==> src/common/icache_config.svh <==
`ifndef ICACHE_CONFIG_SVH
`define ICACHE_CONFIG_SVH

// address and line geometry
`define ICACHE_ADDR_W    32
`define ICACHE_INDEX_W   6   // 64 sets
`define ICACHE_OFFSET_W  6   // 64-byte lines

// widths of one line and of one fetch response
`define ICACHE_LINE_W    512
`define ICACHE_FETCH_W   64

// associativity
`define ICACHE_WAYS      2

`endif

==> src/common/icache_pkg.sv <==
`default_nettype none
`include "icache_config.svh"

package icache_pkg;

    typedef logic [`ICACHE_INDEX_W-1:0] index_t;
    typedef logic [`ICACHE_ADDR_W-`ICACHE_INDEX_W-`ICACHE_OFFSET_W-1:0] tag_t;
    typedef logic [`ICACHE_LINE_W-1:0] line_t;
    typedef logic [`ICACHE_FETCH_W-1:0] fetch_t;

    // one tag array entry, valid bit on top
    typedef struct packed {
        logic valid;
        tag_t tag;
    } tagv_t;

    typedef enum logic [1:0] {
        FETCH          = 2'd0,
        FETCH_UNCACHED = 2'd1,
        IDX_INV        = 2'd2,  // way picked by addr[0]
        HIT_INV        = 2'd3
    } icache_op_e;

    typedef struct packed {
        logic [`ICACHE_ADDR_W-1:0] addr;
        icache_op_e                op;
    } fetch_req_t;

    typedef struct packed {
        fetch_t                    data;
        logic                      adef;  // address not word aligned
        logic [`ICACHE_ADDR_W-1:0] addr;
    } fetch_resp_t;

    // line aligned for cached fetches, 8-byte aligned when uncached
    typedef struct packed {
        logic [`ICACHE_ADDR_W-1:0] addr;
    } mem_req_t;

endpackage

`default_nettype wire

==> src/icache/icache_sram.sv <==
`timescale 1ns/1ps
`default_nettype none
`include "icache_config.svh"

module icache_sram #(
    parameter type entry_t = logic
) (
    input  wire                     clk,
    input  wire                     rstn,
    input  wire icache_pkg::index_t i_rd_index,
    output entry_t                  o_rd_entry,
    input  wire                     i_we,
    input  wire icache_pkg::index_t i_wr_index,
    input  wire entry_t             i_wr_entry
);
    localparam int DEPTH = 1 << `ICACHE_INDEX_W;

    entry_t mem [DEPTH];

    always_ff @(posedge clk) begin
        if (i_we)
            mem[i_wr_index] <= i_wr_entry;
    end

    // registered read, new data wins on an address clash
    always_ff @(posedge clk) begin
        if (!rstn)
            o_rd_entry <= '0;
        else if (i_we && (i_wr_index == i_rd_index))
            o_rd_entry <= i_wr_entry;
        else
            o_rd_entry <= mem[i_rd_index];
    end

endmodule

`default_nettype wire

==> config.mk <==
export PLATFORM = sky130hd
export DESIGN_NAME = icache_sram
export DESIGN_NICKNAME = d
export VERILOG_FILES = /design/src/common/icache_pkg.sv /design/src/icache/icache_sram.sv
export VERILOG_INCLUDE_DIRS = /design/src /design/src/common
export SDC_FILE = /design/constraint.sdc
export NUM_CORES = 1
export LEC_CHECK = 0
export CAP_MARGIN = 20
export CELL_PAD_IN_SITES_DETAIL_PLACEMENT = 1
export CELL_PAD_IN_SITES_GLOBAL_PLACEMENT = 2
export CORE_ASPECT_RATIO = 1.75
export CORE_MARGIN = 2
export CORE_UTILIZATION = 48
export DETAILED_ROUTE_END_ITERATION = 16
export DONT_BUFFER_PORTS = 1
export MAX_ROUTING_LAYER = met4
export PLACE_DENSITY = 0.82
export SETUP_SLACK_MARGIN = 0.02
export SYNTH_ARGS = -nofsm -noshare
export SYNTH_HDL_FRONTEND = slang
export SYNTH_SLANG_ARGS = --single-unit
==> constraint.sdc <==
create_clock -name clk -period 3.7 [get_ports clk]
set_input_delay 0.185 -clock clk [delete_from_list [all_inputs] [get_ports clk]]
set_output_delay 0.185 -clock clk [all_outputs]
set_load 0.02 [all_outputs]
==> key figures <==
Run status
  • Status: finished, final reports clean

Worst setup path
  • Critical path data required time: around 4 ns
  • CP Launch Type: register
  • Worst EP arrival: about 1.9 ns
  • CP endpoint kind: register
  • FF-to-FF path depth: 5
  • CP max-delay cell: mux4_1
  • Critical-path cell list: mux4_1, a22oi_1, a31oi_1, and4bb_2, o31ai_1
  • Crit-path max FO: 1
  • CP max stage delay: 0.52 ns
  • Critical path class: reg2reg

Synthesis
  • Sequential area share after synthesis: 0.627
  • Mux cell area share after synthesis: 0.123
  • Post-Synthesis Mean Instance Area: about 13 um^2
  • Simple-Gate Fraction of Synth Area: 0.173
  • Yosys top cell area share: 0.621
  • Post-synth cell types: 32
  • Synth Area in Adders: 0
  • Number of synthesized register bits: 65
  • Top cells by area, synth: edfxtp_1 62%, nor2_1 7.9%, mux4_1 5.9%
  • Largest area contributor in the netlist: edfxtp_1
  • Post-synthesis compound-gate area fraction: 0.0251
  • Largest family of logic cells by synthesized area: simple AND/OR/NAND/NOR gates
  • Synthesized Nets: roughly 250
  • Cells after Synth: about 240
  • Synth Warn #: 0
  • Xor/xnor share of the synthesized area: 0.0170
  • Synth Cell Area: 3100 um^2

Drt
  • TritonRoute pass-1 iters: 4
  • 1st-iter DRT viols: approximately 120
  • Final wirelength: ~7 mm
  • DR vias/cell: roughly 6.0
  • Average wire per standard cell: 22.0 um
  • DRC Markers: 0
  • Post-DRT Antenna Nets: 0
  • Vias: ~1.9k

Layout
  • Fillers: around 630
  • Commonest non-fill, non-tap cell in the layout: nor2_1
  • Leading cell types in the layout, fill and taps excluded: 65 x nor2_1, 64 x edfxtp_1, 11 x nand2_1, 10 x nand3_1, 9 x clkbuf_8
  • Utilization after layout: 0.524
  • Diode count: 0
  • Area grow syn2layout: 5.41%
  • Share of cells above drive strength 1: 0.103
  • Final nets: around 250

STA
  • Min cycle time layout: between 1.5 and 2 ns
  • RSZ-0062 raised after global routing: no
  • Setup ws final: ~2 ns
  • Slew @ Worst Pin: 0.402 ns
  • Fmax: around 600 MHz
  • Slew Limit Fails: 0
  • Slew headroom: 0.731
  • Setup TNS: 0 ns
  • Fin crit share: 0.460
  • Final Skew: 0.00518 ns
  • Final Hold Fails: 0
  • Final setup viols: 0

GRT
  • Met3 GRT Util: 0.0497
  • Gr usage total: 0.221
  • GRT Max-Usage Layer: met2
  • Largest net degree at the start of global routing: between 60 and 70
  • First-pass GRT wire length: between 10 and 15 mm
  • Initial antenna violation count: 0
  • Vias in the first global route: 1964
  • GRT overflow: 0
  • Met1 Resource Use GR: 0.256
  • Met2 usage: 0.359

Floorplanning
  • # rows: 38
  • DIE HEIGHT: between 100 and 150 um
  • DIE AREA: slightly above 7000 um^2
  • Die X: around 65 um
  • Core footprint: approximately 6200 um^2
  • Starting Density: 0.497
  • Boundary Pins: 17

CTS
  • CTS tree: built
  • Longest Clk Path Bufs: 2
  • H-tree Lvls: 3
  • Clk root buf: clkbuf_8
  • Clock slew at the register clock pins of the worst setup and hold paths: approximately 0.07 ns
  • Skew-Pair Late Insertion Delay: ~0.33 ns
  • CTS Sinks: between 60 and 70
  • TritonCTS Buffers: 9

Pwr
  • Total power: around 1400 uW
  • Leak Pwr: between 0.0009 and 0.001 uW
  • Max IR drop VDD: 301 uV
  • Power Density: around 420 nW/um^2

Placement
  • Place WS: 1.99 ns
  • Post-DP HPWL: about 4.8 mm
  • I/O Buffers: 0
  • GPL Wtd Cong: 0.785

Job
  • Max Cap Violations: 0

Hold path
  • Worst min path class: in2reg
  • Hold path cells: 1
-- layer usage --
layer | vias to the layer above | wire (um)
li1 | 860 | -
met2 | 39 | 3700
met3 | 12 | 262
met5 | - | 0
met1 | 975 | 2820
met4 | 0 | 132
-- area by class of cell --
class	instances	area [um^2]	share of cell area
inverters	1	3.75	0.00115
clock buffers	11	131	0.0402
flip-flops and latches	65	1940	0.595
repair buffers	2	30.0	0.00920
well taps	80	100	0.0307
clock inverters	2	8.76	0.00268
multi-input cells	153	1050	0.321
-- where the power goes --
part           switching, uW  total (uW)  internal (uW)
logic                   43.2        79.8           36.6
clock network            239         467            229
registers               2.91         817            814
total                    285        1360           1080
-- Yosys cell counts --
master,instances
nor2_1,65
edfxtp_1,64
clkbuf_1,11
nand2_1,11
nand3_1,10
mux4_1,7
nand2b_1,6
nor3_1,6
mux4_2,5
nor2b_1,5
mux2_2,4
mux2i_1,4
nand4_1,4
buf_6,3
nand3b_1,3
xnor2_1,3
xor2_1,3
a22oi_1,2
a31oi_1,2
and2b_2,2
clkbuf_8,2
o21ai_0,2
o22ai_1,2
and4bb_2,1
dfxtp_1,1
inv_1,1
nor4_1,1
nor4_2,1
o2111a_1,1
o2111ai_1,1
o31ai_1,1
or3_1,1
-- flip-flops by register name, indices dropped and copies added, names as in the netlist --
register	cells
mem	64
o_rd_entry	1
-- repair_timing --
action                                 CTS  global route
endpoints found under the hold margin   65             0
hold buffers                             2             0
buffers inserted                         0             0
gates resized for setup                  0             0
-- final timing paths --
check                 from         end  slack [ns]
max                mem[19]  o_rd_entry        2.00
max reg2reg        mem[19]  o_rd_entry        2.00
min reg2reg         mem[8]  o_rd_entry        1.00
min          i_wr_index[1]     mem[49]        0.05
-- stage by stage --
step | hold WS, ns | std cells | instance area, um^2
final | 0.0458 | 314 | 3260
after CTS | 0.0197 | 314 | 3260
after floorplan | 0.284 | 235 | 3100
after global routing | 0.0322 | 314 | 3260
after detailed placement | 0.287 | 299 | 3090
after global placement | 0.289 | 299 | 3090
-- worst max-delay path: cells and delay by family, from the launching register on --
| kind | cells | cell delay, ns |
|---|---|---|
| AOI/OAI and AO/OA | 3 | 0.38 |
| DFF | 1 | 0.38 |
| muxes | 1 | 0.52 |
| and+or+nand+nor | 1 | 0.31 |
-- logic make-up (layout without fill, tap and decap cells) --
group           after synthesis  after routing
simple gates                116            116
flops                        65             65
mux                          20             20
buf+inv                      17             16
compound gates               11             11
xor+xnor                      6              6
Power figures use the tool's default switching activity.
