==> config.mk <==
export PLATFORM = sky130hd
export DESIGN_NAME = icache_read_align
export DESIGN_NICKNAME = d
export VERILOG_FILES = /design/src/common/icache_pkg.sv /design/src/icache/icache_read_align.sv
export VERILOG_INCLUDE_DIRS = /design/src /design/src/common
export SDC_FILE = /design/constraint.sdc
export NUM_CORES = 2
export LEC_CHECK = 0
export BUFFER_PORTS_ARGS = -buffer_cell sky130_fd_sc_hd__buf_2
export CORE_AREA = 4 4 623 625
export DETAILED_ROUTE_END_ITERATION = 10
export DIE_AREA = 0 0 627 629
export PLACE_DENSITY = 0.35
export RECOVER_POWER = 100
export SLEW_MARGIN = 40
export SYNTH_ARGS = -nofsm -noshare
export SYNTH_HDL_FRONTEND = slang
export SYNTH_SLANG_ARGS = --single-unit
==> constraint.sdc <==
create_clock -name clk -period 4.1 [get_ports clk]
set_input_delay 1.025 -clock clk [delete_from_list [all_inputs] [get_ports clk]]
set_output_delay 1.025 -clock clk [all_outputs]
set_load 0.02 [all_outputs]
==> src/common/icache_config.svh <==
`ifndef ICACHE_CONFIG_SVH
`define ICACHE_CONFIG_SVH

// address and line geometry
`define ICACHE_ADDR_W    32
`define ICACHE_INDEX_W   6   // 64 sets
`define ICACHE_OFFSET_W  6   // 64-byte lines

// widths of one line and of one fetch response
`define ICACHE_LINE_W    512
`define ICACHE_FETCH_W   64

// associativity
`define ICACHE_WAYS      2

`endif

==> src/common/icache_pkg.sv <==
`default_nettype none
`include "icache_config.svh"

package icache_pkg;

    typedef logic [`ICACHE_INDEX_W-1:0] index_t;
    typedef logic [`ICACHE_ADDR_W-`ICACHE_INDEX_W-`ICACHE_OFFSET_W-1:0] tag_t;
    typedef logic [`ICACHE_LINE_W-1:0] line_t;
    typedef logic [`ICACHE_FETCH_W-1:0] fetch_t;

    // one tag array entry, valid bit on top
    typedef struct packed {
        logic valid;
        tag_t tag;
    } tagv_t;

    typedef enum logic [1:0] {
        FETCH          = 2'd0,
        FETCH_UNCACHED = 2'd1,
        IDX_INV        = 2'd2,  // way picked by addr[0]
        HIT_INV        = 2'd3
    } icache_op_e;

    typedef struct packed {
        logic [`ICACHE_ADDR_W-1:0] addr;
        icache_op_e                op;
    } fetch_req_t;

    typedef struct packed {
        fetch_t                    data;
        logic                      adef;  // address not word aligned
        logic [`ICACHE_ADDR_W-1:0] addr;
    } fetch_resp_t;

    // line aligned for cached fetches, 8-byte aligned when uncached
    typedef struct packed {
        logic [`ICACHE_ADDR_W-1:0] addr;
    } mem_req_t;

endpackage

`default_nettype wire

==> src/icache/icache_read_align.sv <==
`timescale 1ns/1ps
`default_nettype none
`include "icache_config.svh"

module icache_read_align (
    input  wire                     clk,
    input  wire                     rstn,
    input  wire icache_pkg::line_t  i_line_way0,
    input  wire icache_pkg::line_t  i_line_way1,
    input  wire                     i_hit_way,
    input  wire icache_pkg::line_t  i_mem_data,
    input  wire                     i_ret_load,
    input  wire                     i_from_ret,
    input  wire                     i_data_clr,
    input  wire [2:0]               i_chunk_sel,
    output icache_pkg::fetch_t      o_data
);
    import icache_pkg::*;

    line_t ret_buf;   // last line from memory
    line_t line_sel;

    always_ff @(posedge clk) begin
        if (!rstn)
            ret_buf <= '0;
        else if (i_ret_load)
            ret_buf <= i_mem_data;
    end

    always_comb begin
        if (i_from_ret)
            line_sel = ret_buf;
        else if (i_hit_way)
            line_sel = i_line_way1;
        else
            line_sel = i_line_way0;
    end

    // cache operations answer with zero data
    assign o_data = i_data_clr ? '0 :
                    line_sel[i_chunk_sel * `ICACHE_FETCH_W +: `ICACHE_FETCH_W];

endmodule

`default_nettype wire

==> results.tsv <==
stage	metric	value	unit
placed_design	final RePlAce weighted congestion	0.898	
route	wire length per cell	32.5	um
timing	final setup fails	8	
timing	Max-slew headroom	-35.6	%
cts	Longest Clk Path Bufs	4	
synthesis	number of flops mapped to enable cells by yosys	0	
finish	Largest regs	ret_buf (512)	
cts	Num CTS Buffers	83	
die	Boundary Pins	1609	
finish	multi-input logic area	22200	sq um
cts	CTS sink cnt	512	
die	Initial Utilization	8.63	%
worst_setup_path	critical path's slowest cell	o21ai_4	
timing	clk_skew	0	ns
status	violated checks	capacitance limit, slew limit, setup timing	
worst_setup_path	Setup crit end kind	output pin	
global_route	total track usage	16.3	%
synthesis	largest family of logic cells by synthesized area	multiplexers	
timing	Min Clock Period, post-route	4.18	ns
power_and_ir_drop	clock share of power	42.5	%
timing	fmax	0.239	GHz
route	vias per cell	3.48	
synthesis	mux share of post-synthesis cell area	40.5	%
power_and_ir_drop	Psw	5740	uW
synthesis	mapped cell area	33000	sq um
power_and_ir_drop	Static Leakage	0.0240	uW
power_and_ir_drop	Pint	11900	uW
synthesis	Avg Cell Area, Syn	9.91	sq um
synthesis	yosys warns	0	
synthesis	Post-synth ARST share	0	%
worst_setup_path	worst-path fanout max	12	
cts	Max H-tree Level	3	
global_route	GR Overflow Total	0	
timing	worst slew pin tran	2.03	ns
worst_setup_path	CP Cell Sequence	buf_16 -> buf_16 -> buf_12 -> buf_12 -> buf_6 -> mux2i_1 -> a22oi_1 -> nand3_2 -> o21ai_4 -> buf_12	
placed_design	Port Buf Inserts	1608	
worst_setup_path	Buf/Inv on CP	6	
power_and_ir_drop	Max IR drop VDD	0.294	mV
worst_setup_path	critical path's top delay family	buffers and inverters	
synthesis	Cells after Synth	3329	
synthesis	Compound-Gate Fraction of Synth Area	9.40	%
global_route	largest net degree at the start of global routing	76	
finish	layout cells sized above 1	48.1	%
synthesis	leading area contributor after synthesis	dfxtp_1	
worst_setup_path	critical path required time	3.07	ns
cts	CTS root buf	clkbuf_16	
cts	TritonCTS clock tree	yes	
synthesis	Synthesized Nets	4874	
synthesis	Synth area leaders	dfxtp_1 31%, mux2i_1 31%, nor2b_1 11%	
die	Die Wd	627	um
synthesis	simple-gate share of the synthesized area	14.4	%
finish	max reg flops	512	
worst_setup_path	Arrival @ worst endpoint	3.16	ns
status	status	complete, but fails checks	
route	ANT nets after route	0	
worst_setup_path	CP Launch Type	input port	
timing	Final Hold Vio Count	0	
finish	register area	10200	sq um
power_and_ir_drop	Gate power share	26.1	%
route	DRT iter0 DRCs	2327	
route	vias	36200	
finish	Post-Route Utilization	14.3	%
synthesis	Commonest cells post-synth	1024 x mux2i_1, 578 x nor2b_1, 512 x dfxtp_1	
worst_setup_path	Worst Path Class, Setup	in -> out	
worst_setup_path	most frequent CP cell	buf_12	
finish	layout net count	6742	
synthesis	sequential share of the synthesized area	31.1	%
die	die area	394000	sq um
hold_path	Hold Crit Class	in -> reg	
global_route	initial antenna violation count	325	
die	row count	227	
placed_design	post-DP HPWL	294	mm
timing	final setup margin	-0.0836	ns
synthesis	Adder-Cell Fraction of Synth Area	0	%
synthesis	most numerous cell in the Yosys netlist	mux2i_1	
route	Residual DRC	0	
die	Chip Height	629	um
finish	most flop-heavy register	ret_buf	
power_and_ir_drop	PwrDens	321	nW/um^2
power_and_ir_drop	Flop pwr share	31.4	%
global_route	first-pass GRT wire length	415	mm
cts	worst skew pair latency	0.75	ns
timing	Slew Viols, Final	13	
timing	Final Cycle Share	102	%
power_and_ir_drop	switching share of power	32.6	%
synthesis	dominant synthesized flop cell	dfxtp_1	
job	Max-Cap Viols	1	
route	DRT Wirelength	338	mm
synthesis	top cell type's share of synthesized area	31.1	%
die	area of the core	382000	sq um
worst_setup_path	crit-path max cell delay	0.51	ns
synthesis	distinct cell type count after synthesis	31	
timing	Hold WS	0.492	ns
cts	Clock transition at path regs	0.06	ns
route	drt pass-1 iters	5	
finish	Area Growth Syn to Fin	66.0	%
finish	fillcell total	43500	
timing	RSZ-0062 raised after global routing	yes	
synthesis	XOR/XNOR share of the synthesized area	0	%
synthesis	synthesized flop and latch total	512	
global_route	vias in the first global route	36700	
## logic make-up (layout without fill, tap and decap cells)
logic type	count (synthesis)	after routing
other	0	111
muxes	1216	1216
AOI/OAI and AO/OA	442	442
and+or+nand+nor	846	846
buffers and inverters	313	2238
DFF	512	512
## power groups by stage
stage	logic [uW]	registers [uW]	clock network, uW
floorplan	1870	5490	0
CTS	4650	5520	7870
global placement	4440	5620	0
global route	4890	5540	7960
finish	4600	5520	7480
detailed placement	4470	5630	0
## final cells by class
cell class              instances  share of cell area, %
diodes                        111                  0.507
clock buffers                 109                   4.30
clock inverters                33                  0.706
inverters                       2                 0.0457
multi-input cells            2504                   40.5
flip-flops and latches        512                   18.7
well taps                    5038                   11.5
repair buffers               2094                   23.7
## worst min-delay path, delay by kind of cell
| family | cells | cell delay (ns) |
|---|---|---|
| muxes | 1 | 0.05 |
| and+or+nand+nor | 1 | 0.09 |
| buffers and inverters | 1 | 0.07 |
## timing repair
item / 4_1_cts / 5_1_grt
gates cloned: 3 / 3
resized for setup: 172 / 54
pin swaps: 19 / 11
setup endpoints to repair: 60 / 32
hold buffers: 0 / 0
buffers inserted: 22 / 12
## routing by layer
layer / vias to the layer above / wire length, um / share of wire [%] / GRT usage (%)
met5: - / 1340 / 0.40 / 0
li1: 16000 / - / - / -
met1: 17500 / 129000 / 38 / 18.1
met4: 196 / 11200 / 3.3 / 4.05
met3: 776 / 32300 / 9.6 / 6.82
met2: 1717 / 165000 / 49 / 28.6
## metrics by stage
stage | setup TNS (ns) | power [uW] | std cells | worst slack (ns) | instance area (sq um)
2_1_floorplan | 0 | 7360 | 3329 | 0.454 | 33000
3_3_place_gp | -17.10 | 10100 | 10100 | -0.850 | 50200
3_5_place_dp | -14.17 | 10100 | 10100 | -0.649 | 50300
4_1_cts | -0.245 | 18000 | 10300 | -0.0558 | 54200
5_1_grt | -0.560 | 18400 | 10400 | -0.0758 | 54700
6_report | -0.281 | 17600 | 10400 | -0.0836 | 54800
## final timing paths
path | startpoint | end | slack (ns) | cells after the start
worst min register to register | ret_buf[376] | ret_buf[376] | 0.51 | 2
worst max register to register | ret_buf[381] | ret_buf[381] | 3.21 | 2
worst max-delay path | i_chunk_sel[0] | o_data[35] | -0.08 | 10
worst min-delay path | i_mem_data[85] | ret_buf[85] | 0.49 | 3
## layout by cell type (no fill, tap or decap), drive strengths merged
cell type     n
a211oi      122
a22oi       128
a311oi        6
and2          1
and3b         1
buf        2057
bufbuf        1
bufinv        7
clkbuf      145
clkinv       17
clkinvlp      5
dfxtp       512
diode       111
inv           6
mux2        128
mux2i      1024
mux4         64
nand2       192
nand2b        6
nand3        64
nor2          1
nor2b       578
nor3          1
nor3b         2
o2111ai      64
o21ai       122
Power figures use the tool's default switching activity.
