## src/common/icache_config.svh

```systemverilog
`ifndef ICACHE_CONFIG_SVH
`define ICACHE_CONFIG_SVH

// address and line geometry
`define ICACHE_ADDR_W    32
`define ICACHE_INDEX_W   6   // 64 sets
`define ICACHE_OFFSET_W  6   // 64-byte lines

// widths of one line and of one fetch response
`define ICACHE_LINE_W    512
`define ICACHE_FETCH_W   64

// associativity
`define ICACHE_WAYS      2

`endif

```

## src/common/icache_pkg.sv

```systemverilog
`default_nettype none
`include "icache_config.svh"

package icache_pkg;

    typedef logic [`ICACHE_INDEX_W-1:0] index_t;
    typedef logic [`ICACHE_ADDR_W-`ICACHE_INDEX_W-`ICACHE_OFFSET_W-1:0] tag_t;
    typedef logic [`ICACHE_LINE_W-1:0] line_t;
    typedef logic [`ICACHE_FETCH_W-1:0] fetch_t;

    // one tag array entry, valid bit on top
    typedef struct packed {
        logic valid;
        tag_t tag;
    } tagv_t;

    typedef enum logic [1:0] {
        FETCH          = 2'd0,
        FETCH_UNCACHED = 2'd1,
        IDX_INV        = 2'd2,  // way picked by addr[0]
        HIT_INV        = 2'd3
    } icache_op_e;

    typedef struct packed {
        logic [`ICACHE_ADDR_W-1:0] addr;
        icache_op_e                op;
    } fetch_req_t;

    typedef struct packed {
        fetch_t                    data;
        logic                      adef;  // address not word aligned
        logic [`ICACHE_ADDR_W-1:0] addr;
    } fetch_resp_t;

    // line aligned for cached fetches, 8-byte aligned when uncached
    typedef struct packed {
        logic [`ICACHE_ADDR_W-1:0] addr;
    } mem_req_t;

endpackage

`default_nettype wire

```

## src/icache/icache_ctrl.sv

```systemverilog
`timescale 1ns/1ps
`default_nettype none
`include "icache_config.svh"

module icache_ctrl (
    input  wire                             clk,
    input  wire                             rstn,
    input  wire                             i_req_valid,
    output logic                            o_req_ready,
    input  wire icache_pkg::fetch_req_t     i_req,
    output logic                            o_resp_valid,
    output logic                            o_resp_adef,
    output logic [`ICACHE_ADDR_W-1:0]       o_resp_addr,
    output logic                            o_mem_valid,
    input  wire                             i_mem_ready,
    output icache_pkg::mem_req_t            o_mem_req,
    output icache_pkg::index_t              o_rd_index,
    output icache_pkg::index_t              o_wr_index,
    output logic [`ICACHE_WAYS-1:0]         o_tag_we,
    output logic [`ICACHE_WAYS-1:0]         o_data_we,
    output icache_pkg::tagv_t               o_tag_wdata,
    input  wire  [`ICACHE_WAYS-1:0]         i_hit,
    input  wire                             i_victim,
    output logic                            o_lru_we,
    output logic                            o_lru_way,
    output logic                            o_ret_load,
    output logic                            o_from_ret,
    output logic                            o_data_clr
);
    import icache_pkg::*;

    typedef enum logic [2:0] {
        S_SWEEP,   // clearing valid bits after reset
        S_IDLE,
        S_LOOKUP,
        S_MISS,
        S_REFILL,
        S_CACOP
    } state_e;

    state_e                  state;
    state_e                  state_nxt;
    fetch_req_t              req_buf;
    index_t                  sweep_idx;
    index_t                  buf_index;
    logic                    accept;
    logic                    buf_fetch;
    logic                    buf_cached;
    logic                    buf_adef;
    logic [`ICACHE_WAYS-1:0] victim_oh;
    logic [`ICACHE_WAYS-1:0] inv_oh;

    assign accept     = i_req_valid && o_req_ready;
    assign buf_index  = req_buf.addr[`ICACHE_OFFSET_W +: `ICACHE_INDEX_W];
    assign buf_cached = req_buf.op == FETCH;
    assign buf_fetch  = buf_cached || (req_buf.op == FETCH_UNCACHED);
    assign buf_adef   = buf_fetch && (req_buf.addr[1:0] != 2'b00);
    assign victim_oh  = `ICACHE_WAYS'(1) << i_victim;
    assign inv_oh     = (req_buf.op == IDX_INV) ? (`ICACHE_WAYS'(1) << req_buf.addr[0]) : i_hit;

    assign o_resp_adef = buf_adef;
    assign o_resp_addr = req_buf.addr;

    // uncached reads fetch only the 8-byte chunk
    assign o_mem_req.addr = buf_cached ?
        {req_buf.addr[`ICACHE_ADDR_W-1:`ICACHE_OFFSET_W], `ICACHE_OFFSET_W'(0)} :
        {req_buf.addr[`ICACHE_ADDR_W-1:3], 3'b000};

    // set only for a refill write while invalidates and the sweep clear it
    assign o_tag_wdata.valid = (state == S_LOOKUP) || (state == S_MISS);
    assign o_tag_wdata.tag   = req_buf.addr[`ICACHE_ADDR_W-1 -: $bits(tag_t)];

    assign o_wr_index = (state == S_SWEEP) ? sweep_idx : buf_index;

    always_comb begin
        if (accept)
            o_rd_index = i_req.addr[`ICACHE_OFFSET_W +: `ICACHE_INDEX_W];
        else if (state == S_SWEEP)
            o_rd_index = sweep_idx;  // keeps tag outputs known
        else
            o_rd_index = buf_index;
    end

    always_ff @(posedge clk) begin
        if (!rstn) begin
            state     <= S_SWEEP;
            sweep_idx <= '0;
        end else begin
            state <= state_nxt;
            if (state == S_SWEEP)
                sweep_idx <= sweep_idx + 1'b1;
        end
    end

    always_ff @(posedge clk) begin
        if (!rstn)
            req_buf <= '0;
        else if (accept)
            req_buf <= i_req;
    end

    always_comb begin
        state_nxt    = state;
        o_req_ready  = 1'b0;
        o_resp_valid = 1'b0;
        o_mem_valid  = 1'b0;
        o_ret_load   = 1'b0;
        o_from_ret   = 1'b0;
        o_data_clr   = 1'b0;
        o_lru_we     = 1'b0;
        o_lru_way    = 1'b0;
        o_tag_we     = '0;
        o_data_we    = '0;
        case (state)
            S_SWEEP: begin
                o_tag_we = '1;
                if (sweep_idx == '1)
                    state_nxt = S_IDLE;
            end
            S_IDLE: begin
                o_req_ready = 1'b1;
            end
            S_LOOKUP: begin
                if (buf_adef || (buf_cached && |i_hit)) begin
                    o_resp_valid = 1'b1;
                    o_req_ready  = 1'b1;   // lets hits stream
                    o_lru_we     = !buf_adef;
                    o_lru_way    = i_hit[1];
                end else if (buf_fetch) begin
                    o_mem_valid = 1'b1;    // miss or uncached
                end else begin
                    state_nxt = S_CACOP;
                end
            end
            S_MISS: begin
                o_mem_valid = 1'b1;
            end
            S_REFILL: begin
                o_resp_valid = 1'b1;
                o_req_ready  = 1'b1;
                o_from_ret   = 1'b1;
                o_lru_we     = buf_cached;
                o_lru_way    = i_victim;   // the way just filled
            end
            S_CACOP: begin
                o_resp_valid = 1'b1;
                o_req_ready  = 1'b1;
                o_data_clr   = 1'b1;
                o_tag_we     = inv_oh;
            end
            default: state_nxt = S_IDLE;
        endcase

        // the victim way fills on the edge the line arrives
        if (o_mem_valid) begin
            o_ret_load = i_mem_ready;
            if (buf_cached && i_mem_ready) begin
                o_tag_we  = victim_oh;
                o_data_we = victim_oh;
            end
            state_nxt = i_mem_ready ? S_REFILL : S_MISS;
        end

        if (o_req_ready)
            state_nxt = i_req_valid ? S_LOOKUP : S_IDLE;
    end

    // memory request is held until taken
    a_mem_hold: assert property (
        @(posedge clk) disable iff (!rstn)
        o_mem_valid && !i_mem_ready |=> o_mem_valid && $stable(o_mem_req)
    );

    // no response while a line is awaited
    a_no_resp_in_miss: assert property (
        @(posedge clk) disable iff (!rstn)
        o_mem_valid |-> !o_resp_valid
    );

endmodule

`default_nettype wire

```

## config.mk

```make
export PLATFORM = sky130hd
export DESIGN_NAME = icache_ctrl
export DESIGN_NICKNAME = d
export VERILOG_FILES = /design/src/common/icache_pkg.sv /design/src/icache/icache_ctrl.sv
export VERILOG_INCLUDE_DIRS = /design/src /design/src/common
export SDC_FILE = /design/constraint.sdc
export NUM_CORES = 1
export LEC_CHECK = 0
export ABC_AREA = 0
export BUFFER_PORTS_ARGS = -buffer_cell sky130_fd_sc_hd__buf_2
export CAP_MARGIN = 20
export CORE_MARGIN = 2
export CORE_UTILIZATION = 35
export CTS_CLUSTER_DIAMETER = 30
export DETAILED_ROUTE_END_ITERATION = 6
export HOLD_SLACK_MARGIN = 0.03
export PLACE_DENSITY_LB_ADDON = 0.2
export SLEW_MARGIN = 20
export SYNTH_ARGS = -nofsm -noshare
export SYNTH_HDL_FRONTEND = slang
export SYNTH_SLANG_ARGS = --single-unit
```

## constraint.sdc

```tcl
create_clock -name clk -period 2.5 [get_ports clk]
set_input_delay 0.25 -clock clk [delete_from_list [all_inputs] [get_ports clk]]
set_output_delay 0.25 -clock clk [all_outputs]
set_load 0.05 [all_outputs]
```

==> results.json, run 1 <==
{
  "powerDensity_nw_per_um2": 412.4,
  "post-dp-hpwl_um": 4512,
  "rows": 32,
  "vias": 2267,
  "synth_edf_count": 0,
  "p_sw_share_pct": 25.88,
  "synth.distinct_cells": 39,
  "min_period_ps": 2378,
  "drive_above_1_share_pct": 43.51,
  "crit_arrival_ps": 2130,
  "async_flop_share_pct": 0,
  "drt_pass1_iterations": 4,
  "dpl.cell_count": 507,
  "antenna_found_initial": 0,
  "grt_pass1_vias": 2058,
  "fin_cells": 518,
  "start_util_pct": 36.00,
  "startpoint_type": "register",
  "ios": 151,
  "combPwrFrac_pct": 10.8,
  "yosysTopAreaCell": "dfxtp_1",
  "synth.avg_cell_area_um2": 7.999,
  "leakagePower_nw": 1.891,
  "worst_pin_slew_ps": 678.9,
  "routed_wirelength_um": 5977,
  "cts_made_buffers": 5,
  "hold_start": "i_req[27]",
  "holdPathEnd": "o_resp_addr[25]",
  "ant_nets": 0,
  "drc": 0,
  "layout_worst_path_cycle_share_pct": 95.12,
  "crit_buf_inv": 1,
  "critical_path.top_delay_family": "simple AND/OR/NAND/NOR gates",
  "grt_first_pass_wirelength_um": 9501,
  "cts_tree": "done",
  "clock_skew_ps": 10.71,
  "syn_to_final_growth_pct": 14.24,
  "maxSlewHeadroom_pct": 54.74,
  "grt_overflow": 0,
  "slew_viol_final": 0,
  "synth_area_leaders": "dfxtp_1, buf_4, nand2_1",
  "track_usage_pct": 13.40,
  "yosysTopAreaCellShare_pct": 31.10,
  "finalSetupViolations": 0,
  "worstRegToRegCells": 6,
  "ys_seq_area_share_pct": 31.10,
  "pwr-share-clk_pct": 36.1,
  "final_core_util_pct": 41.13,
  "crit_path_cell_trace": "or4b_1, a21oi_2, o21ai_4, mux2_4, buf_2",
  "max-vdd-ir-drop_mv": 0.1922,
  "die_area_um2": 8635,
  "internal_power_w": 0.0009666,
  "port_buffers": 147,
  "antennaDiodeCount": 0,
  "die_h_um": 92.93,
  "die_w_um": 92.93,
  "crit_path_start": "state[2]",
  "synth_most_common_cell": "nand2_1",
  "drv_cap": 0,
  "hp-class": "primary input to register",
  "hold_viol_final": 0,
  "synth_ff_type": "dfxtp_1",
  "n_fill_cell": 829,
  "clkSlewWorstSetupHoldPaths_ps": 90,
  "cp_slowest_stage_delay_ps": 580,
  "rsz0062_at_grt": "false",
  "drt_iter0_markers": 56,
  "netlist_area_um2": 2768,
  "crit_fanout": 9,
  "p_sw_w": 0.0003375,
  "post_drt_via_cell_ratio": 4.376,
  "dp_slack_ps": 362.8,
  "critPathRequiredTime_ps": 2250,
  "timing.fmax_mhz": 420.5,
  "p_seq_share_pct": 53.1,
  "rr_endpoint": "o_resp_addr[22]",
  "status": "complete, no violations",
  "nets": 457,
  "synthCells": 346,
  "grt_max_degree": 39,
  "synthTopCellsByCount": "nand2_1, buf_4, dfxtp_1",
  "cts.sinks": 43,
  "cts-htree-levels": 2,
  "wl_per_cell_um": 11.54,
  "clkLatencyLatePin_ps": 290,
  "gp_congestion": 0.8329,
  "r2r_start": "o_resp_addr[0]",
  "yosysWarnings": 0,
  "cts_hold_buf": 0,
  "cp.depth": 5,
  "hold_depth": 3,
  "cts.path.max_buffers": 2,
  "cp_slowest_cell": "or4b_1",
  "clockRootBuffer": "clkbuf_8",
  "core_area_um2": 7687,
  "critPathKind": "register to output pin",
  "yosys_register_bits": 43,
  "worst_slack_ps": 122.1,
  "r2r_slack_ps": 360,
  "crit_path_end_kind": "output pin"
}
==> area by class of cell <==
type	count	area [um2]	area share, %
Clock inverter	1	8.758	0.2770
Inverter	2	7.507	0.2374
Clock buffer	7	86.33	2.731
Sequential cell	43	860.8	27.23
Tap cell	102	127.6	4.036
Multi-Input combinational cell	205	1252	39.61
Timing Repair Buffer	158	818.3	25.88
==> through the flow <==
step           TNS, ps  hold WS [ps]  cell area (um2)   power, W
2_1_floorplan   -129.3         388.8             2798  0.0008017
3_3_place_gp         0         455.1             3044  0.0008502
3_5_place_dp         0         463.7             3044  0.0008509
4_1_cts              0         176.5             3139   0.001335
5_1_grt              0         181.6             3162   0.001376
6_report             0         190.3             3162   0.001304
==> power groups by stage <==
stage                     sequential, W  combinational (W)  clock, W
after floorplan                0.000708          0.0000940         0
after global placement         0.000709           0.000141         0
after detailed placement       0.000709           0.000142         0
after CTS                      0.000693           0.000143  0.000500
after global routing           0.000694           0.000157  0.000525
final                          0.000693           0.000141  0.000470
==> per-layer routing <==
layer,track usage [%],vias to the layer above,share of wire [%]
met5,0,-,0
met4,3.922,0,0.94
met3,3.011,4,7.2
met2,22.40,89,45
met1,17.25,1012,47
li1,-,1162,-
==> state kept, by name, summed over array words and instances (netlist names) <==
register and cells:
req_buf 2, o_resp_addr 32, state 3, sweep_idx 6
==> worst reg2reg max path, cell delays in order, from the launching register on <==
cell	delay [ps]
dfxtp_1	360
nor2_1	330
a21oi_2	140
o21ai_4	360
clkbuf_4	280
buf_4	360
mux2i_1	250
==> cells by family (layout without fill, tap and decap cells) <==
family / after synthesis / count (layout) / share of synthesized area (%)
buffers and inverters: 100 / 168 / 25.00
and+or+nand+nor: 136 / 136 / 21.38
muxes: 40 / 40 / 15.46
adders and majority gates: 1 / 1 / 0.4520
DFF: 43 / 43 / 31.10
other: 1 / 3 / 0.1355
AOI/OAI and AO/OA: 20 / 20 / 4.883
xor gates and xnor gates: 5 / 5 / 1.582
==> how the worst max path moves through the flow <==
stage,endpoint
final,o_rd_index[4]
after global routing,o_rd_index[2]
after CTS,o_rd_index[4]
after detailed placement,o_rd_index[5]
after global placement,o_rd_index[5]
after floorplan,o_tag_we[0]
==> placed cells by master, fill, tap and decap left out, types with 2 or more instances in the layout <==
cell and n:
xnor2_1 5, a21oi_1 5, nand2b_1 4, buf_2 147, mux2_4 5, nor2_1 8, conb_1 3, or2_2 2
nand3_1 2, nand2_1 96, o21ai_0 4, clkbuf_8 6, or3_1 2, dfxtp_1 43, mux2_2 2, inv_1 2
and2_1 7, buf_4 10, nor2b_1 5, mux2i_1 33, nor3_1 2
==> repair_timing <==
item | in CTS | in global routing
buffers inserted | 0 | 3
setup endpoints to repair | 0 | 6
resized for setup | 0 | 0
No activity file was read; power rests on OpenSTA's default activity.
==> run 2: changes to the inputs <==
--- a/config.mk
+++ b/config.mk
@@ -13,6 +13,7 @@
 export CORE_UTILIZATION = 35
 export CTS_CLUSTER_DIAMETER = 30
 export DETAILED_ROUTE_END_ITERATION = 6
+export GPL_TIMING_DRIVEN = 0
 export HOLD_SLACK_MARGIN = 0.03
 export PLACE_DENSITY_LB_ADDON = 0.2
 export SLEW_MARGIN = 20
==> run 2 against run 1 <==
Against the previous run:
- die area stayed put
- cell count is 16% higher
- clock power is 3% lower
- largest cell class is now non-clock buffers
==> results.json, run 2 (synthesis results as in run 1) <==
{
  "status": "complete, no violations",
  "max-vdd-ir-drop_mv": 0.1878,
  "crit_path_cell_trace": "or4b_4, a21oi_4, o21ai_4, buf_8, mux2_4, buf_4",
  "cts_tree": "done",
  "wl_per_cell_um": 11.56,
  "cts.path.max_buffers": 2,
  "crit_path_end_kind": "output pin",
  "final_cell_mix": "buf_2, nand2_1, buf_4, dfxtp_1, mux2i_1",
  "worstRegToRegCells": 6,
  "holdPathEnd": "o_resp_addr[14]",
  "r2r_start": "state[1]",
  "dpl_cell_area_um2": 3656,
  "clock_skew_ps": 8.064,
  "drt_iter0_markers": 55,
  "timing.fmax_mhz": 411.2,
  "drv_cap": 0,
  "die_w_um": 92.93,
  "final_area_um2": 3791,
  "startpoint_type": "register",
  "die_area_um2": 8635,
  "drt_pass1_iterations": 4,
  "crit_arrival_ps": 2180,
  "clkSlewWorstSetupHoldPaths_ps": 90,
  "crit_buf_inv": 2,
  "post-dp-hpwl_um": 5474,
  "grt_first_pass_wirelength_um": 11290,
  "die_h_um": 92.93,
  "hp-class": "primary input to register",
  "min_period_ps": 2432,
  "rr_endpoint": "o_resp_addr[5]",
  "drive_above_1_share_pct": 51.50,
  "cp_slowest_stage_delay_ps": 510,
  "cts.sinks": 43,
  "drc": 0,
  "maxSlewHeadroom_pct": 63.90,
  "leakagePower_nw": 2.312,
  "clockRootBuffer": "clkbuf_8",
  "grt_pass1_vias": 2493,
  "largest_reg_flops": 32,
  "worst_pin_slew_ps": 541.4,
  "layout_worst_path_cycle_share_pct": 97.29,
  "hold_start": "i_req[16]",
  "grt_overflow": 0,
  "cts_made_buffers": 5,
  "ios": 151,
  "final_common_cell": "buf_2",
  "syn_to_final_growth_pct": 36.98,
  "vias": 2595,
  "start_util_pct": 36.00,
  "finalSetupViolations": 0,
  "nets": 542,
  "cp_slowest_cell": "or4b_4",
  "core_area_um2": 7687,
  "setup_tns_ps": 0,
  "timing.hold.ws_ps": 179.7,
  "critPathKind": "register to output pin",
  "routed_wirelength_um": 6971,
  "post_drt_via_cell_ratio": 4.303,
  "grt_max_degree": 16,
  "rows": 32,
  "track_usage_pct": 16.23,
  "antenna_found_initial": 0,
  "clkLatencyLatePin_ps": 300,
  "critical_path.top_delay_family": "simple AND/OR/NAND/NOR gates",
  "antennaDiodeCount": 0,
  "r2r_slack_ps": 620,
  "powerDensity_nw_per_um2": 344.4,
  "ant_nets": 0,
  "rsz0062_at_grt": "false",
  "cts-htree-levels": 2,
  "gp_congestion": 0.8001,
  "slew_viol_final": 0,
  "hold_viol_final": 0,
  "hold_depth": 3,
  "port_buffers": 146,
  "critPathRequiredTime_ps": 2250,
  "crit_fanout": 10
}
==> run 2: worst min-delay path, delay by kind of cell <==
kind                   cells  cell delay (ps)
buffers and inverters      1               90
multiplexers               1               50
AND/OR/NAND/NOR            1               40
==> run 2: how the worst max path moves through the flow <==
stage                     from            end  depth (start not counted)
floorplan             state[2]    o_tag_we[0]                          6
global placement    req_buf[1]  o_rd_index[0]                          7
detailed placement  req_buf[1]  o_rd_index[2]                          7
CTS                   state[2]  o_rd_index[1]                          7
global route          state[1]  o_rd_index[0]                          6
finish                state[1]  o_rd_index[0]                          6
==> run 2: repair_timing <==
item                       CTS  global route
buffers inserted             0             1
pin swaps                    0             2
resized for setup            9             4
hold buffers                 0             0
setup endpoints to repair    5             6
==> run 2: area by class of cell <==
type / count / area [um2]
inverters: 2 / 7.507
multi-input cells: 205 / 1264
plain buffers: 96 / 680.7
clock buffers: 5 / 68.82
repair buffers: 147 / 758.2
well taps: 102 / 127.6
flip-flops and latches: 43 / 860.8
fillers: 806 / 3896
clock inverters: 3 / 23.77
==> run 2: routing by layer <==
| layer | part of all wire (%) | track usage (%) | up-vias |
|---|---|---|---|
| met2 | 47 | 28.80 | 92 |
| li1 | - | - | 1338 |
| met5 | 0 | 0 | - |
| met3 | 7.8 | 4.719 | 8 |
| met1 | 44 | 19.26 | 1157 |
| met4 | 1.2 | 3.676 | 0 |
==> run 2: stage by stage <==
| stage | instances | util [%] | power, W | worst slack [ps] |
|---|---|---|---|---|
| floorplan | 348 | - | 0.0008017 | -81.37 |
| global placement | 596 | 47.56 | 0.0008566 | 247.0 |
| detailed placement | 596 | 47.56 | 0.0008588 | 232.7 |
| CTS | 603 | 49.17 | 0.001331 | 5.656 |
| global route | 603 | 49.32 | 0.001367 | 3.282 |
| finish | 603 | 49.32 | 0.001305 | 67.85 |
==> run 2: where the power goes <==
part / switching (W) / internal (W)
Sequential: 0.00000472 / 0.000688
Combinational: 0.0000953 / 0.0000588
Clock: 0.000258 / 0.000200
Total: 0.000358 / 0.000947
