===== src/common/icache_config.svh =====
`ifndef ICACHE_CONFIG_SVH
`define ICACHE_CONFIG_SVH

// address and line geometry
`define ICACHE_ADDR_W    32
`define ICACHE_INDEX_W   6   // 64 sets
`define ICACHE_OFFSET_W  6   // 64-byte lines

// widths of one line and of one fetch response
`define ICACHE_LINE_W    512
`define ICACHE_FETCH_W   64

// associativity
`define ICACHE_WAYS      2

`endif


===== src/common/icache_pkg.sv =====
`default_nettype none
`include "icache_config.svh"

package icache_pkg;

    typedef logic [`ICACHE_INDEX_W-1:0] index_t;
    typedef logic [`ICACHE_ADDR_W-`ICACHE_INDEX_W-`ICACHE_OFFSET_W-1:0] tag_t;
    typedef logic [`ICACHE_LINE_W-1:0] line_t;
    typedef logic [`ICACHE_FETCH_W-1:0] fetch_t;

    // one tag array entry, valid bit on top
    typedef struct packed {
        logic valid;
        tag_t tag;
    } tagv_t;

    typedef enum logic [1:0] {
        FETCH          = 2'd0,
        FETCH_UNCACHED = 2'd1,
        IDX_INV        = 2'd2,  // way picked by addr[0]
        HIT_INV        = 2'd3
    } icache_op_e;

    typedef struct packed {
        logic [`ICACHE_ADDR_W-1:0] addr;
        icache_op_e                op;
    } fetch_req_t;

    typedef struct packed {
        fetch_t                    data;
        logic                      adef;  // address not word aligned
        logic [`ICACHE_ADDR_W-1:0] addr;
    } fetch_resp_t;

    // line aligned for cached fetches, 8-byte aligned when uncached
    typedef struct packed {
        logic [`ICACHE_ADDR_W-1:0] addr;
    } mem_req_t;

endpackage

`default_nettype wire


===== src/icache/icache_hit_check.sv =====
`timescale 1ns/1ps
`default_nettype none
`include "icache_config.svh"

module icache_hit_check (
    input  wire                      clk,
    input  wire                      rstn,
    input  wire icache_pkg::tagv_t   i_tag_way0,
    input  wire icache_pkg::tagv_t   i_tag_way1,
    input  wire icache_pkg::tag_t    i_req_tag,
    input  wire icache_pkg::index_t  i_index,
    output logic [`ICACHE_WAYS-1:0]  o_hit,
    output logic                     o_victim,
    input  wire                      i_lru_we,
    input  wire                      i_lru_way
);
    localparam int SETS = 1 << `ICACHE_INDEX_W;

    logic [SETS-1:0] mru;  // 1 when way 1 was used last

    assign o_hit[0] = i_tag_way0.valid && (i_tag_way0.tag == i_req_tag);
    assign o_hit[1] = i_tag_way1.valid && (i_tag_way1.tag == i_req_tag);

    // replace the way not used last
    assign o_victim = !mru[i_index];

    always_ff @(posedge clk) begin
        if (!rstn)
            mru <= '0;   // victim starts as way 1
        else if (i_lru_we)
            mru[i_index] <= i_lru_way;
    end

    // a refill only fills a missing line, so a set never holds a tag twice
    a_one_hot_hit: assert property (
        @(posedge clk) disable iff (!rstn)
        !(o_hit[0] && o_hit[1])
    );

endmodule

`default_nettype wire


===== config.mk =====
export PLATFORM = sky130hd
export DESIGN_NAME = icache_hit_check
export DESIGN_NICKNAME = d
export VERILOG_FILES = /design/src/common/icache_pkg.sv /design/src/icache/icache_hit_check.sv
export VERILOG_INCLUDE_DIRS = /design/src /design/src/common
export SDC_FILE = /design/constraint.sdc
export NUM_CORES = 1
export LEC_CHECK = 0
export ABC_AREA = 1
export BUFFER_PORTS_ARGS = -buffer_cell sky130_fd_sc_hd__buf_4
export CORE_ASPECT_RATIO = 2
export CORE_UTILIZATION = 55
export DETAILED_ROUTE_END_ITERATION = 10
export PLACE_DENSITY = 0.81
export SLEW_MARGIN = 10
export SYNTH_ARGS = -nofsm -noshare
export SYNTH_HDL_FRONTEND = slang
export SYNTH_SLANG_ARGS = --single-unit

===== constraint.sdc =====
create_clock -name clk -period 1.5 [get_ports clk]
set_input_delay 0.15 -clock clk [delete_from_list [all_inputs] [get_ports clk]]
set_output_delay 0.15 -clock clk [all_outputs]
set_load 0.005 [all_outputs]

==> flow_summary_export.csv, run 1 <==
group,metric,value,unit
floorplanning,core,6940,µm²
timing,fin_worst_skew,0,ps
worst_setup_path,path_delay_family,"simple AND/OR/NAND/NOR gates",
run_status,violations,"setup timing",
logic_synthesis,synth_cell_types,34,
layout,drive_gt1_share,23.6,%
logic_synthesis,synth_compound_area_share,19.4,%
logic_synthesis,synth_top_family_by_area,"simple AND/OR/NAND/NOR gates",
timing,tightest_slew,381,ps
floorplanning,die_width,61.9,µm
clocking,cts.path.max_buffers,2,
logic_synthesis,synth_xor_area_share,2.44,%
logic_synthesis,seq_area_frac_synth,32.4,%
route,drc,0,
worst_setup_path,max_stage_delay,330,ps
layout,ff_latch_area,1290,µm²
placed_design,gp_congestion,1.00,
timing,whs,138,ps
clocking,cts_tree,"yes",
route,drtAntennaViolNets,0,
floorplanning,rows,43,
route,vias,4596,
layout,mostFrequentLayoutCell,"nand2_1",
clocking,path_clk_slew,50,ps
logic_synthesis,synthArstFlopShare,0,%
timing,finalHoldViolCount,0,
worst_setup_path,worst-path-buf-inv,2,
layout,most-common-layout-cells,"162 x nand2_1, 99 x buf_4, 72 x nand3_1",
power_and_ir_drop,vdd.ir_drop.worst,0.934,mV
layout,top_register,"mru",
worst_setup_path,cp.arrival,1510,ps
logic_synthesis,synth_mux_area_share,0,%
logic_synthesis,synth_nets,683,
clocking,clkLatencyLatePin,340,ps
worst_setup_path,cp.required,1350,ps
logic_synthesis,syn_inst,611,
timing,rsz0062_at_grt,"true",
hold_path,min_path_type,"in2reg",
logic_synthesis,synth_flop_cell,"dfxtp_1",
worst_setup_path,endpoint_kind,"output port",
timing,fin_crit,1660,ps
worst_setup_path,cp_cell_sequence,"inv_2 > nand2_1 > nand2_1 > nand2_1 > nand2_1 > nand2_1 > nand2_1 > nand2_1 > nand2_1 > nor2_1 > nand2_1 > buf_6",
logic_synthesis,synth_edf_count,0,
grt,grt_pass1_vias,4387,
clocking,cts_root_buf,"clkbuf_16",
logic_synthesis,synthAdderAreaFrac,0,%
route,wl_per_cell,16.2,µm
layout,largest_reg_flops,64,
layout,reg_top3,"mru (64)",
route,vias_per_cell,5.75,
logic_synthesis,ys_ff_latch,64,
timing,max_freq,0.602,GHz
layout,multi_input_area,2240,µm²
worst_setup_path,setup.worst_path.class,"reg2out",
job,drv_cap,0,
layout,area_growth_syn_to_layout,29.5,%
floorplanning,dieArea,7540,µm²
worst_setup_path,critPathMaxFanout,2,
logic_synthesis,synth_simple_gate_area_share,34.7,%
clocking,cts_htree_levels,3,
route,drt_first_iter_violations,242,
grt,antenna_found_initial,0,
worst_setup_path,slowest_stage,"dfxtp_2",
clocking,cts_made_buffers,9,
logic_synthesis,synth_area,3950,µm²
grt,grt_max_degree,51,
power_and_ir_drop,total_leakage_power,0.00218,µW
grt,grt_usage,36.2,%
floorplanning,start_util,56.9,%
grt,overflow,0,
logic_synthesis,syn_avg_cell_area,6.46,µm²
layout,final_cell_area,5110,µm²
placed_design,place_area,4760,µm²
power_and_ir_drop,power-per-cell-area,912,nW/µm²
timing,drv_slew,0,
placed_design,io_buffers,74,
route,drt_wl_total,12900,µm
layout,final_nets,776,
logic_synthesis,ys_warn_count,0,
layout,fillers,579,
layout,num_antenna_cells,0,
route,first_pass_iters,6,
floorplanning,ios,75,
clocking,cts_sinks,64,
floorplanning,die_h,122,µm
worst_setup_path,crit_top_cell,"nand2_1",
timing,period_share,111,%
timing,finalSetupViolations,1,
worst_setup_path,startpoint_type,"flop",
timing,fin_ws,-160,ps
placed_design,dp_hpwl,9360,µm
grt,grt_first_pass_wirelength,19600,µm
timing,max_slew_margin,74.5,%
run_status,outcome,"complete, but fails checks",
cell type report:
cell class                 count  share of cell area (%)
inverter                      73                    5.80
clock inverter                 2                   0.685
clock buffer                  14                    5.56
tap                           90                    2.20
sequential                    64                    25.3
timing repair buffer         105                    16.7
multi-input combinational    451                    43.7
worst reg2reg max path, cell delays in order, from the launching register on:
cell	delay, ps
dfxtp_2	320
buf_4	100
o21ai_0	70
a21oi_1	160
metrics by stage:
stage | total power (µW) | TNS [ps] | setup WS, ps | cells | util (%)
finish | 4660 | -160 | -160 | 799 | 73.7
detailed placement | 2470 | -5.78 | -5.78 | 781 | 68.6
CTS | 4640 | -136 | -136 | 799 | 73.6
global route | 4790 | -258 | -258 | 799 | 73.7
global placement | 2460 | 0 | 24.9 | 781 | 68.6
floorplan | 2150 | 0 | 335 | 611 | -
Yosys cell counts, types with 7 or more instances:
cell type | instances | area [µm²]
o22ai_1 | 9 | 56.3
inv_2 | 11 | 41.3
o21ai_1 | 12 | 60.1
nor2_1 | 23 | 86.3
a21oi_1 | 65 | 325
xnor2_1 | 8 | 70.1
inv_1 | 55 | 206
nand4_1 | 7 | 43.8
clkbuf_1 | 8 | 30.0
nor3_1 | 13 | 65.1
o21ai_0 | 53 | 265
nand2_1 | 163 | 612
buf_2 | 7 | 35.0
nand3_1 | 72 | 360
dfxtp_1 | 64 | 1280
timing repair:
action                     4_1_cts  5_1_grt
pin swaps                        5        8
buffers inserted                 2        0
setup endpoints to repair        1        1
gates cloned                     0        0
hold buffers                     0        0
gates resized for setup          9        7
routing by layer:
layer / share of wire, % / global-route usage [%] / vias up
li1: - / - / 2214
met1: 34 / 34.3 / 2074
met2: 52 / 63.8 / 245
met3: 7.8 / 7.54 / 63
met4: 6.2 / 26.9 / 0
met5: 0 / 0 / -
path summary, 6_finish.rpt:
kind,from,end,slack [ps],depth (start not counted)
worst max-delay path,mru[6],o_victim,-160,12
worst min-delay path,rstn,mru[13],140,3
worst max register to register,mru[1],mru[1],770,3
worst min register to register,mru[13],mru[13],450,2
kinds of logic after synthesis:
kind of cell	Yosys count
DFF	64
buffers and inverters	96
AOI/OAI and AO/OA	146
and+or+nand+nor	294
xor gates and xnor gates	11
power by group:
group,internal (µW),leakage (µW),switching (µW)
logic,316,0.00150,423
clock network,1460,0.000159,744
registers,1710,0.000521,3.95
total,3490,0.00218,1170
No activity file was read; power rests on OpenSTA's default activity.
==> run 2: changes to the inputs <==
CELL_PAD_IN_SITES_DETAIL_PLACEMENT = 0   (was unset)
CELL_PAD_IN_SITES_GLOBAL_PLACEMENT = 1   (was unset)
CORE_UTILIZATION = 39   (was 55)
PLACE_DENSITY = 0.82   (was 0.81)
==> run 2 against run 1 <==
The run still ends with setup timing left. Critical path type unchanged. Cell area barely moved. Worst setup slack better by 43 ps. Via count is 3.2% lower. Global-route usage decreased by 8.3 points. Clock skew unchanged. Critical endpoint unchanged. Power up 3.2%. Critical path depth did not move. Cell count grew 4.4%. First-iteration DRC count fell by 53%. Register-to-register slack improved by 50 ps. Combinational power is 1% lower. Die area is 40% higher.
==> flow_summary_export.csv, run 2 (synthesized netlist as in run 1, its figures left out) <==
group,metric,value,unit
run_status,outcome,"complete, but fails checks",
run_status,violations,"setup timing",
placed_design,gp_congestion,0.851,
grt,grt_usage,27.9,%
timing,fin_ws,-117,ps
timing,max_freq,0.618,GHz
timing,max_slew_margin,73.4,%
worst_setup_path,path_delay_family,"simple AND/OR/NAND/NOR gates",
route,drt_wl_total,14000,µm
grt,grt_first_pass_wirelength,21700,µm
placed_design,place_area,4760,µm²
worst_setup_path,setup.worst_path.class,"reg2out",
floorplanning,core,9760,µm²
route,drc,0,
timing,period_share,108,%
grt,grt_pass1_vias,4580,
worst_setup_path,max_stage_delay,320,ps
timing,tightest_slew,400,ps
layout,mostFrequentLayoutCell,"nand2_1",
layout,fillers,1065,
grt,overflow,0,
timing,final.setup.tns,-117,ps
hold_path,min_path_type,"in2reg",
timing,finalSetupViolations,1,
layout,top_register,"mru",
worst_setup_path,slowest_stage,"dfxtp_1",
placed_design,dp_hpwl,10600,µm
worst_setup_path,cp.required,1350,ps
route,wl_per_cell,16.8,µm
placed_design,io_buffers,74,
floorplanning,die_width,73.2,µm
floorplanning,ios,75,
clocking,cts.path.max_buffers,2,
timing,drv_slew,0,
worst_setup_path,cp.arrival,1470,ps
layout,most-common-layout-cells,"162 x nand2_1, 94 x buf_4, 72 x nand3_1",
worst_setup_path,startpoint_type,"flop",
power_and_ir_drop,total_leakage_power,0.00214,µW
clocking,cts_htree_levels,3,
route,vias,4447,
timing,fin_crit,1620,ps
route,vias_per_cell,5.33,
worst_setup_path,cp_cell_sequence,"inv_1 > nand2_1 > nand2_1 > nand2_1 > nand2_1 > nand2_1 > nand2_1 > nand2_1 > nand2_1 > nor2_1 > nand2_1 > buf_4",
timing,fin_worst_skew,0,ps
power_and_ir_drop,vdd.ir_drop.worst,1.06,mV
timing,rsz0062_at_grt,"true",
route,first_pass_iters,4,
power_and_ir_drop,power-per-cell-area,941,nW/µm²
floorplanning,start_util,40.4,%
worst_setup_path,critPathMaxFanout,2,
layout,final_cell_area,5110,µm²
layout,drive_gt1_share,21.9,%
placed_design,place_ws,13.9,ps
worst_setup_path,endpoint_kind,"output port",
layout,largest_reg_flops,64,
route,drt_first_iter_violations,113,
clocking,cts_sinks,64,
floorplanning,rows,51,
layout,num_antenna_cells,0,
timing,whs,148,ps
layout,reg_top3,"mru (64)",
worst_setup_path,r2r_slack,820,ps
worst_setup_path,crit_top_cell,"nand2_1",
clocking,holdBufCountCts,0,
clocking,path_clk_slew,60,ps
timing,finalHoldViolCount,0,
clocking,clkLatencyLatePin,330,ps
power_and_ir_drop,p_total,4810,µW
layout,final_nets,769,
floorplanning,dieArea,10600,µm²
clocking,cts_root_buf,"clkbuf_16",
clocking,cts_tree,"yes",
route,drtAntennaViolNets,0,
layout,area_growth_syn_to_layout,29.5,%
floorplanning,die_h,144,µm
grt,antenna_found_initial,0,
clocking,cts_made_buffers,9,
worst_setup_path,worst-path-buf-inv,2,
grt,grt_max_degree,65,
job,drv_cap,0,
-- run 2: path summary, 6_finish.rpt --
| check | cells after the start | endpoint | start |
|---|---|---|---|
| setup / recovery | 12 | o_victim | mru[15] |
| hold / removal | 3 | mru[53] | rstn |
| setup reg to reg | 2 | mru[31] | mru[31] |
| hold reg to reg | 2 | mru[13] | mru[13] |
-- run 2: per-layer routing --
metal,global-route usage [%],share of wire (%)
met5,0,0
met4,21.3,7.0
met3,4.11,4.2
met2,53.9,55
met1,24.6,34
-- run 2: metrics by stage --
step | cells | utilization, %
floorplan | 611 | -
global placement | 818 | 48.8
detailed placement | 818 | 48.8
CTS | 834 | 52.3
global route | 834 | 52.4
finish | 834 | 52.4
-- run 2: area by class of cell --
class	instances	area, µm²	share of cell area [%]
Multi-Input combinational cell	451	2240	43.8
Sequential cell	64	1290	25.2
Timing Repair Buffer	98	786	15.4
Inverter	73	297	5.80
Clock buffer	12	267	5.21
Tap cell	132	165	3.23
Clock inverter	4	75.1	1.47
-- run 2: what timing repair did --
item / CTS / global route
gates cloned: 0 / 0
setup buffers: 0 / 0
endpoints found under the setup margin: 1 / 1
gates resized for setup: 2 / 6
pin swaps: 1 / 6
-- run 2: report_power, final --
part	total, µW	internal [µW]	switching, µW
clock	2370	1590	777
sequential	1710	1710	4.18
combinational	732	305	427
total	4810	3600	1210
-- run 2: tightest hold or removal path, stage by stage --
cell	delay (ps)
buf_4	160
o21ai_1	80
a21oi_1	40
==> run 3: changes to the inputs <==
ABC_AREA = unset   (was 1)
CORE_UTILIZATION = 41   (was 39)
==> run 3 against run 2 <==
The flow still finishes with violations (setup timing). Sequential power hardly changed. Die area is 8.5% lower. Cell count is 20% lower. Synthesized area is 4.0% lower. Non-clock buffer count is 44 higher. Register-to-register slack hardly changed. Largest power group unchanged.
==> flow_summary_export.csv, run 3 <==
group,metric,value,unit
timing,finalSetupViolations,1,
timing,max_freq,0.510,GHz
floorplanning,rows,49,
layout,largest_reg_flops,64,
logic_synthesis,syn_avg_cell_area,8.65,µm²
layout,mostFrequentLayoutCell,"buf_4",
hold_path,min-delay-start,"i_lru_way",
timing,drv_slew,0,
layout,final_cell_area,5180,µm²
floorplanning,die_width,70.0,µm
layout,area_growth_syn_to_layout,36.7,%
logic_synthesis,synth_nets,510,
floorplanning,core,8950,µm²
logic_synthesis,synth_cell_types,45,
placed_design,dp_hpwl,9940,µm
logic_synthesis,syn_inst,438,
run_status,violations,"setup timing",
hold_path,min_path_type,"in2reg",
power_and_ir_drop,power-per-cell-area,832,nW/µm²
worst_setup_path,rr_startpoint,"mru[57]",
layout,most-common-layout-cells,"140 x buf_4, 70 x nand3_1, 64 x a21boi_1",
timing,tightest_slew,521,ps
hold_path,min_to,"mru[25]",
clocking,cts_sinks,64,
timing,fin_crit,1960,ps
layout,top_register,"mru",
route,drc,0,
clocking,cts.path.max_buffers,2,
logic_synthesis,ys_top_cells_by_count,"71 x nand3_1, 64 x a21boi_1, 64 x dfxtp_1, 57 x o21ai_0, 24 x xnor2_1",
placed_design,io_buffers,74,
timing,rsz0062_at_grt,"true",
layout,num_antenna_cells,0,
logic_synthesis,synth_edf_count,0,
logic_synthesis,synth_area,3790,µm²
logic_synthesis,yosys-top-cells-area,"dfxtp_1 34%, a21boi_1 13%, nand3_1 9.4%",
power_and_ir_drop,total_leakage_power,0.00196,µW
placed_design,place_area,4850,µm²
route,vias_per_cell,5.94,
grt,antenna_found_initial,0,
logic_synthesis,synthArstFlopShare,0,%
grt,grt_usage,28.7,%
layout,final_nets,631,
route,vias,3953,
worst_setup_path,reg2reg_depth,2,
logic_synthesis,synth_mux_area_share,7.36,%
floorplanning,dieArea,9660,µm²
logic_synthesis,synth_top_area_share,33.8,%
clocking,cts_setup_buffers,0,
timing,period_share,131,%
floorplanning,start_util,42.3,%
logic_synthesis,synth_top_family_by_area,"compound AO/OA/AOI/OAI gates",
logic_synthesis,synthAdderAreaFrac,0,%
logic_synthesis,synth_xor_area_share,9.24,%
grt,grt_pass1_vias,3949,
logic_synthesis,synth_most_common_cell,"nand3_1",
worst_setup_path,critPathMaxFanout,2,
worst_setup_path,endpoint_kind,"output port",
logic_synthesis,synth.largest_area_cell,"dfxtp_1",
timing,whs,228,ps
worst_setup_path,cp.arrival,1810,ps
hold_path,holdPathStages,3,
logic_synthesis,synth_flop_cell,"dfxtp_1",
route,drtAntennaViolNets,0,
worst_setup_path,cp.required,1350,ps
placed_design,gp_congestion,0.925,
timing,fin_ws,-461,ps
route,wl_per_cell,20.1,µm
clocking,cts_tree,"yes",
power_and_ir_drop,vdd.ir_drop.worst,0.802,mV
floorplanning,die_h,138,µm
worst_setup_path,r2r_slack,810,ps
clocking,clkLatencyLatePin,330,ps
logic_synthesis,ys_warn_count,0,
run_status,outcome,"complete, but fails checks",
job,drv_cap,0,
worst_setup_path,startpoint_type,"flop",
route,first_pass_iters,5,
timing,max_slew_margin,65.2,%
clocking,cts_root_buf,"clkbuf_16",
logic_synthesis,seq_area_frac_synth,33.8,%
grt,grt_first_pass_wirelength,20600,µm
logic_synthesis,ys_ff_latch,64,
logic_synthesis,synth_compound_area_share,24.7,%
route,drt_first_iter_violations,208,
worst_setup_path,r2r_end,"mru[57]",
worst_setup_path,setup.worst_path.class,"reg2out",
logic_synthesis,synth_simple_gate_area_share,20.3,%
clocking,path_clk_slew,50,ps
floorplanning,ios,75,
clocking,cts_htree_levels,3,
timing,fin_worst_skew,0,ps
layout,drive_gt1_share,35.1,%
timing,final.setup.tns,-461,ps
route,drt_wl_total,13400,µm
layout,reg_top3,"mru (64)",
clocking,cts_made_buffers,9,
grt,grt_max_degree,65,
grt,overflow,0,
timing,finalHoldViolCount,0,
==> run 3: changes by cell type after synthesis, moves of 9 or more <==
cell,previous run,this run
a21oi_1,65,1
xnor2_1,8,24
inv_1,55,1
a21boi_1,0,64
nand2_1,163,12
nor2_1,23,7
clkbuf_1,8,20
inv_2,11,2
xor2_1,3,16
==> run 3: per-stage QoR <==
step	setup WS, ps	util [%]	instances	total power (µW)
floorplan	7.13	-	438	2090
global placement	-291	54.2	650	2450
detailed placement	-323	54.2	650	2460
CTS	-438	57.5	666	4330
global route	-528	57.9	666	4470
finish	-461	57.9	666	4310
==> run 3: where the power goes <==
part           internal (µW)  switching, µW  leakage (µW)  total (µW)
sequential              1710           4.23      0.000524        1710
clock                   1150            711      0.000136        1860
combinational            372            363       0.00130         735
total                   3230           1080       0.00196        4310
==> run 3: kinds of logic (layout without fill, tap and decap cells) <==
group | Yosys count | in the layout
flip-flops | 64 | 64
XOR/XNOR | 40 | 40
AO/OA/AOI/OAI | 146 | 146
buffers and inverters | 35 | 161
AND/OR/NAND/NOR | 139 | 139
multiplexers | 14 | 14
==> run 3: worst max path at each step <==
stage | from | to | depth (start not counted)
final | mru[11] | o_victim | 6
after global routing | mru[11] | o_victim | 6
after CTS | mru[30] | o_victim | 6
after detailed placement | i_index[0] | o_victim | 8
after global placement | i_index[0] | o_victim | 7
after floorplan | i_index[0] | o_victim | 7
==> run 3: final cells by class <==
cell class                 instances  area, µm²
clock inverter                     4       20.0
multi-input combinational        339       2380
inverter                           3       11.3
tap                              102        128
fill                             804       3770
clock buffer                      12        246
timing repair buffer             142       1090
sequential                        64       1300
==> run 3: what timing repair did <==
item                                    CTS  global route
hold buffers                              0             0
pin swaps                                 9             2
endpoints found under the setup margin    2             3
resized for setup                        14            12
==> run 3: per-layer routing <==
layer	vias to the layer above	track usage, %	wire (µm)
met1	1849	29.1	4400
met4	0	22.8	889
met2	190	51.6	7160
met5	-	0	0
met3	54	4.65	964
li1	1860	-	-
==> run 3: worst max-delay path, cell delays in order (launching register included) <==
cell and delay, ps:
dfxtp_1 340, mux4_2 250, nor3_1 60, nor4_2 260
o21ai_1 90, or3_1 320, buf_4 150
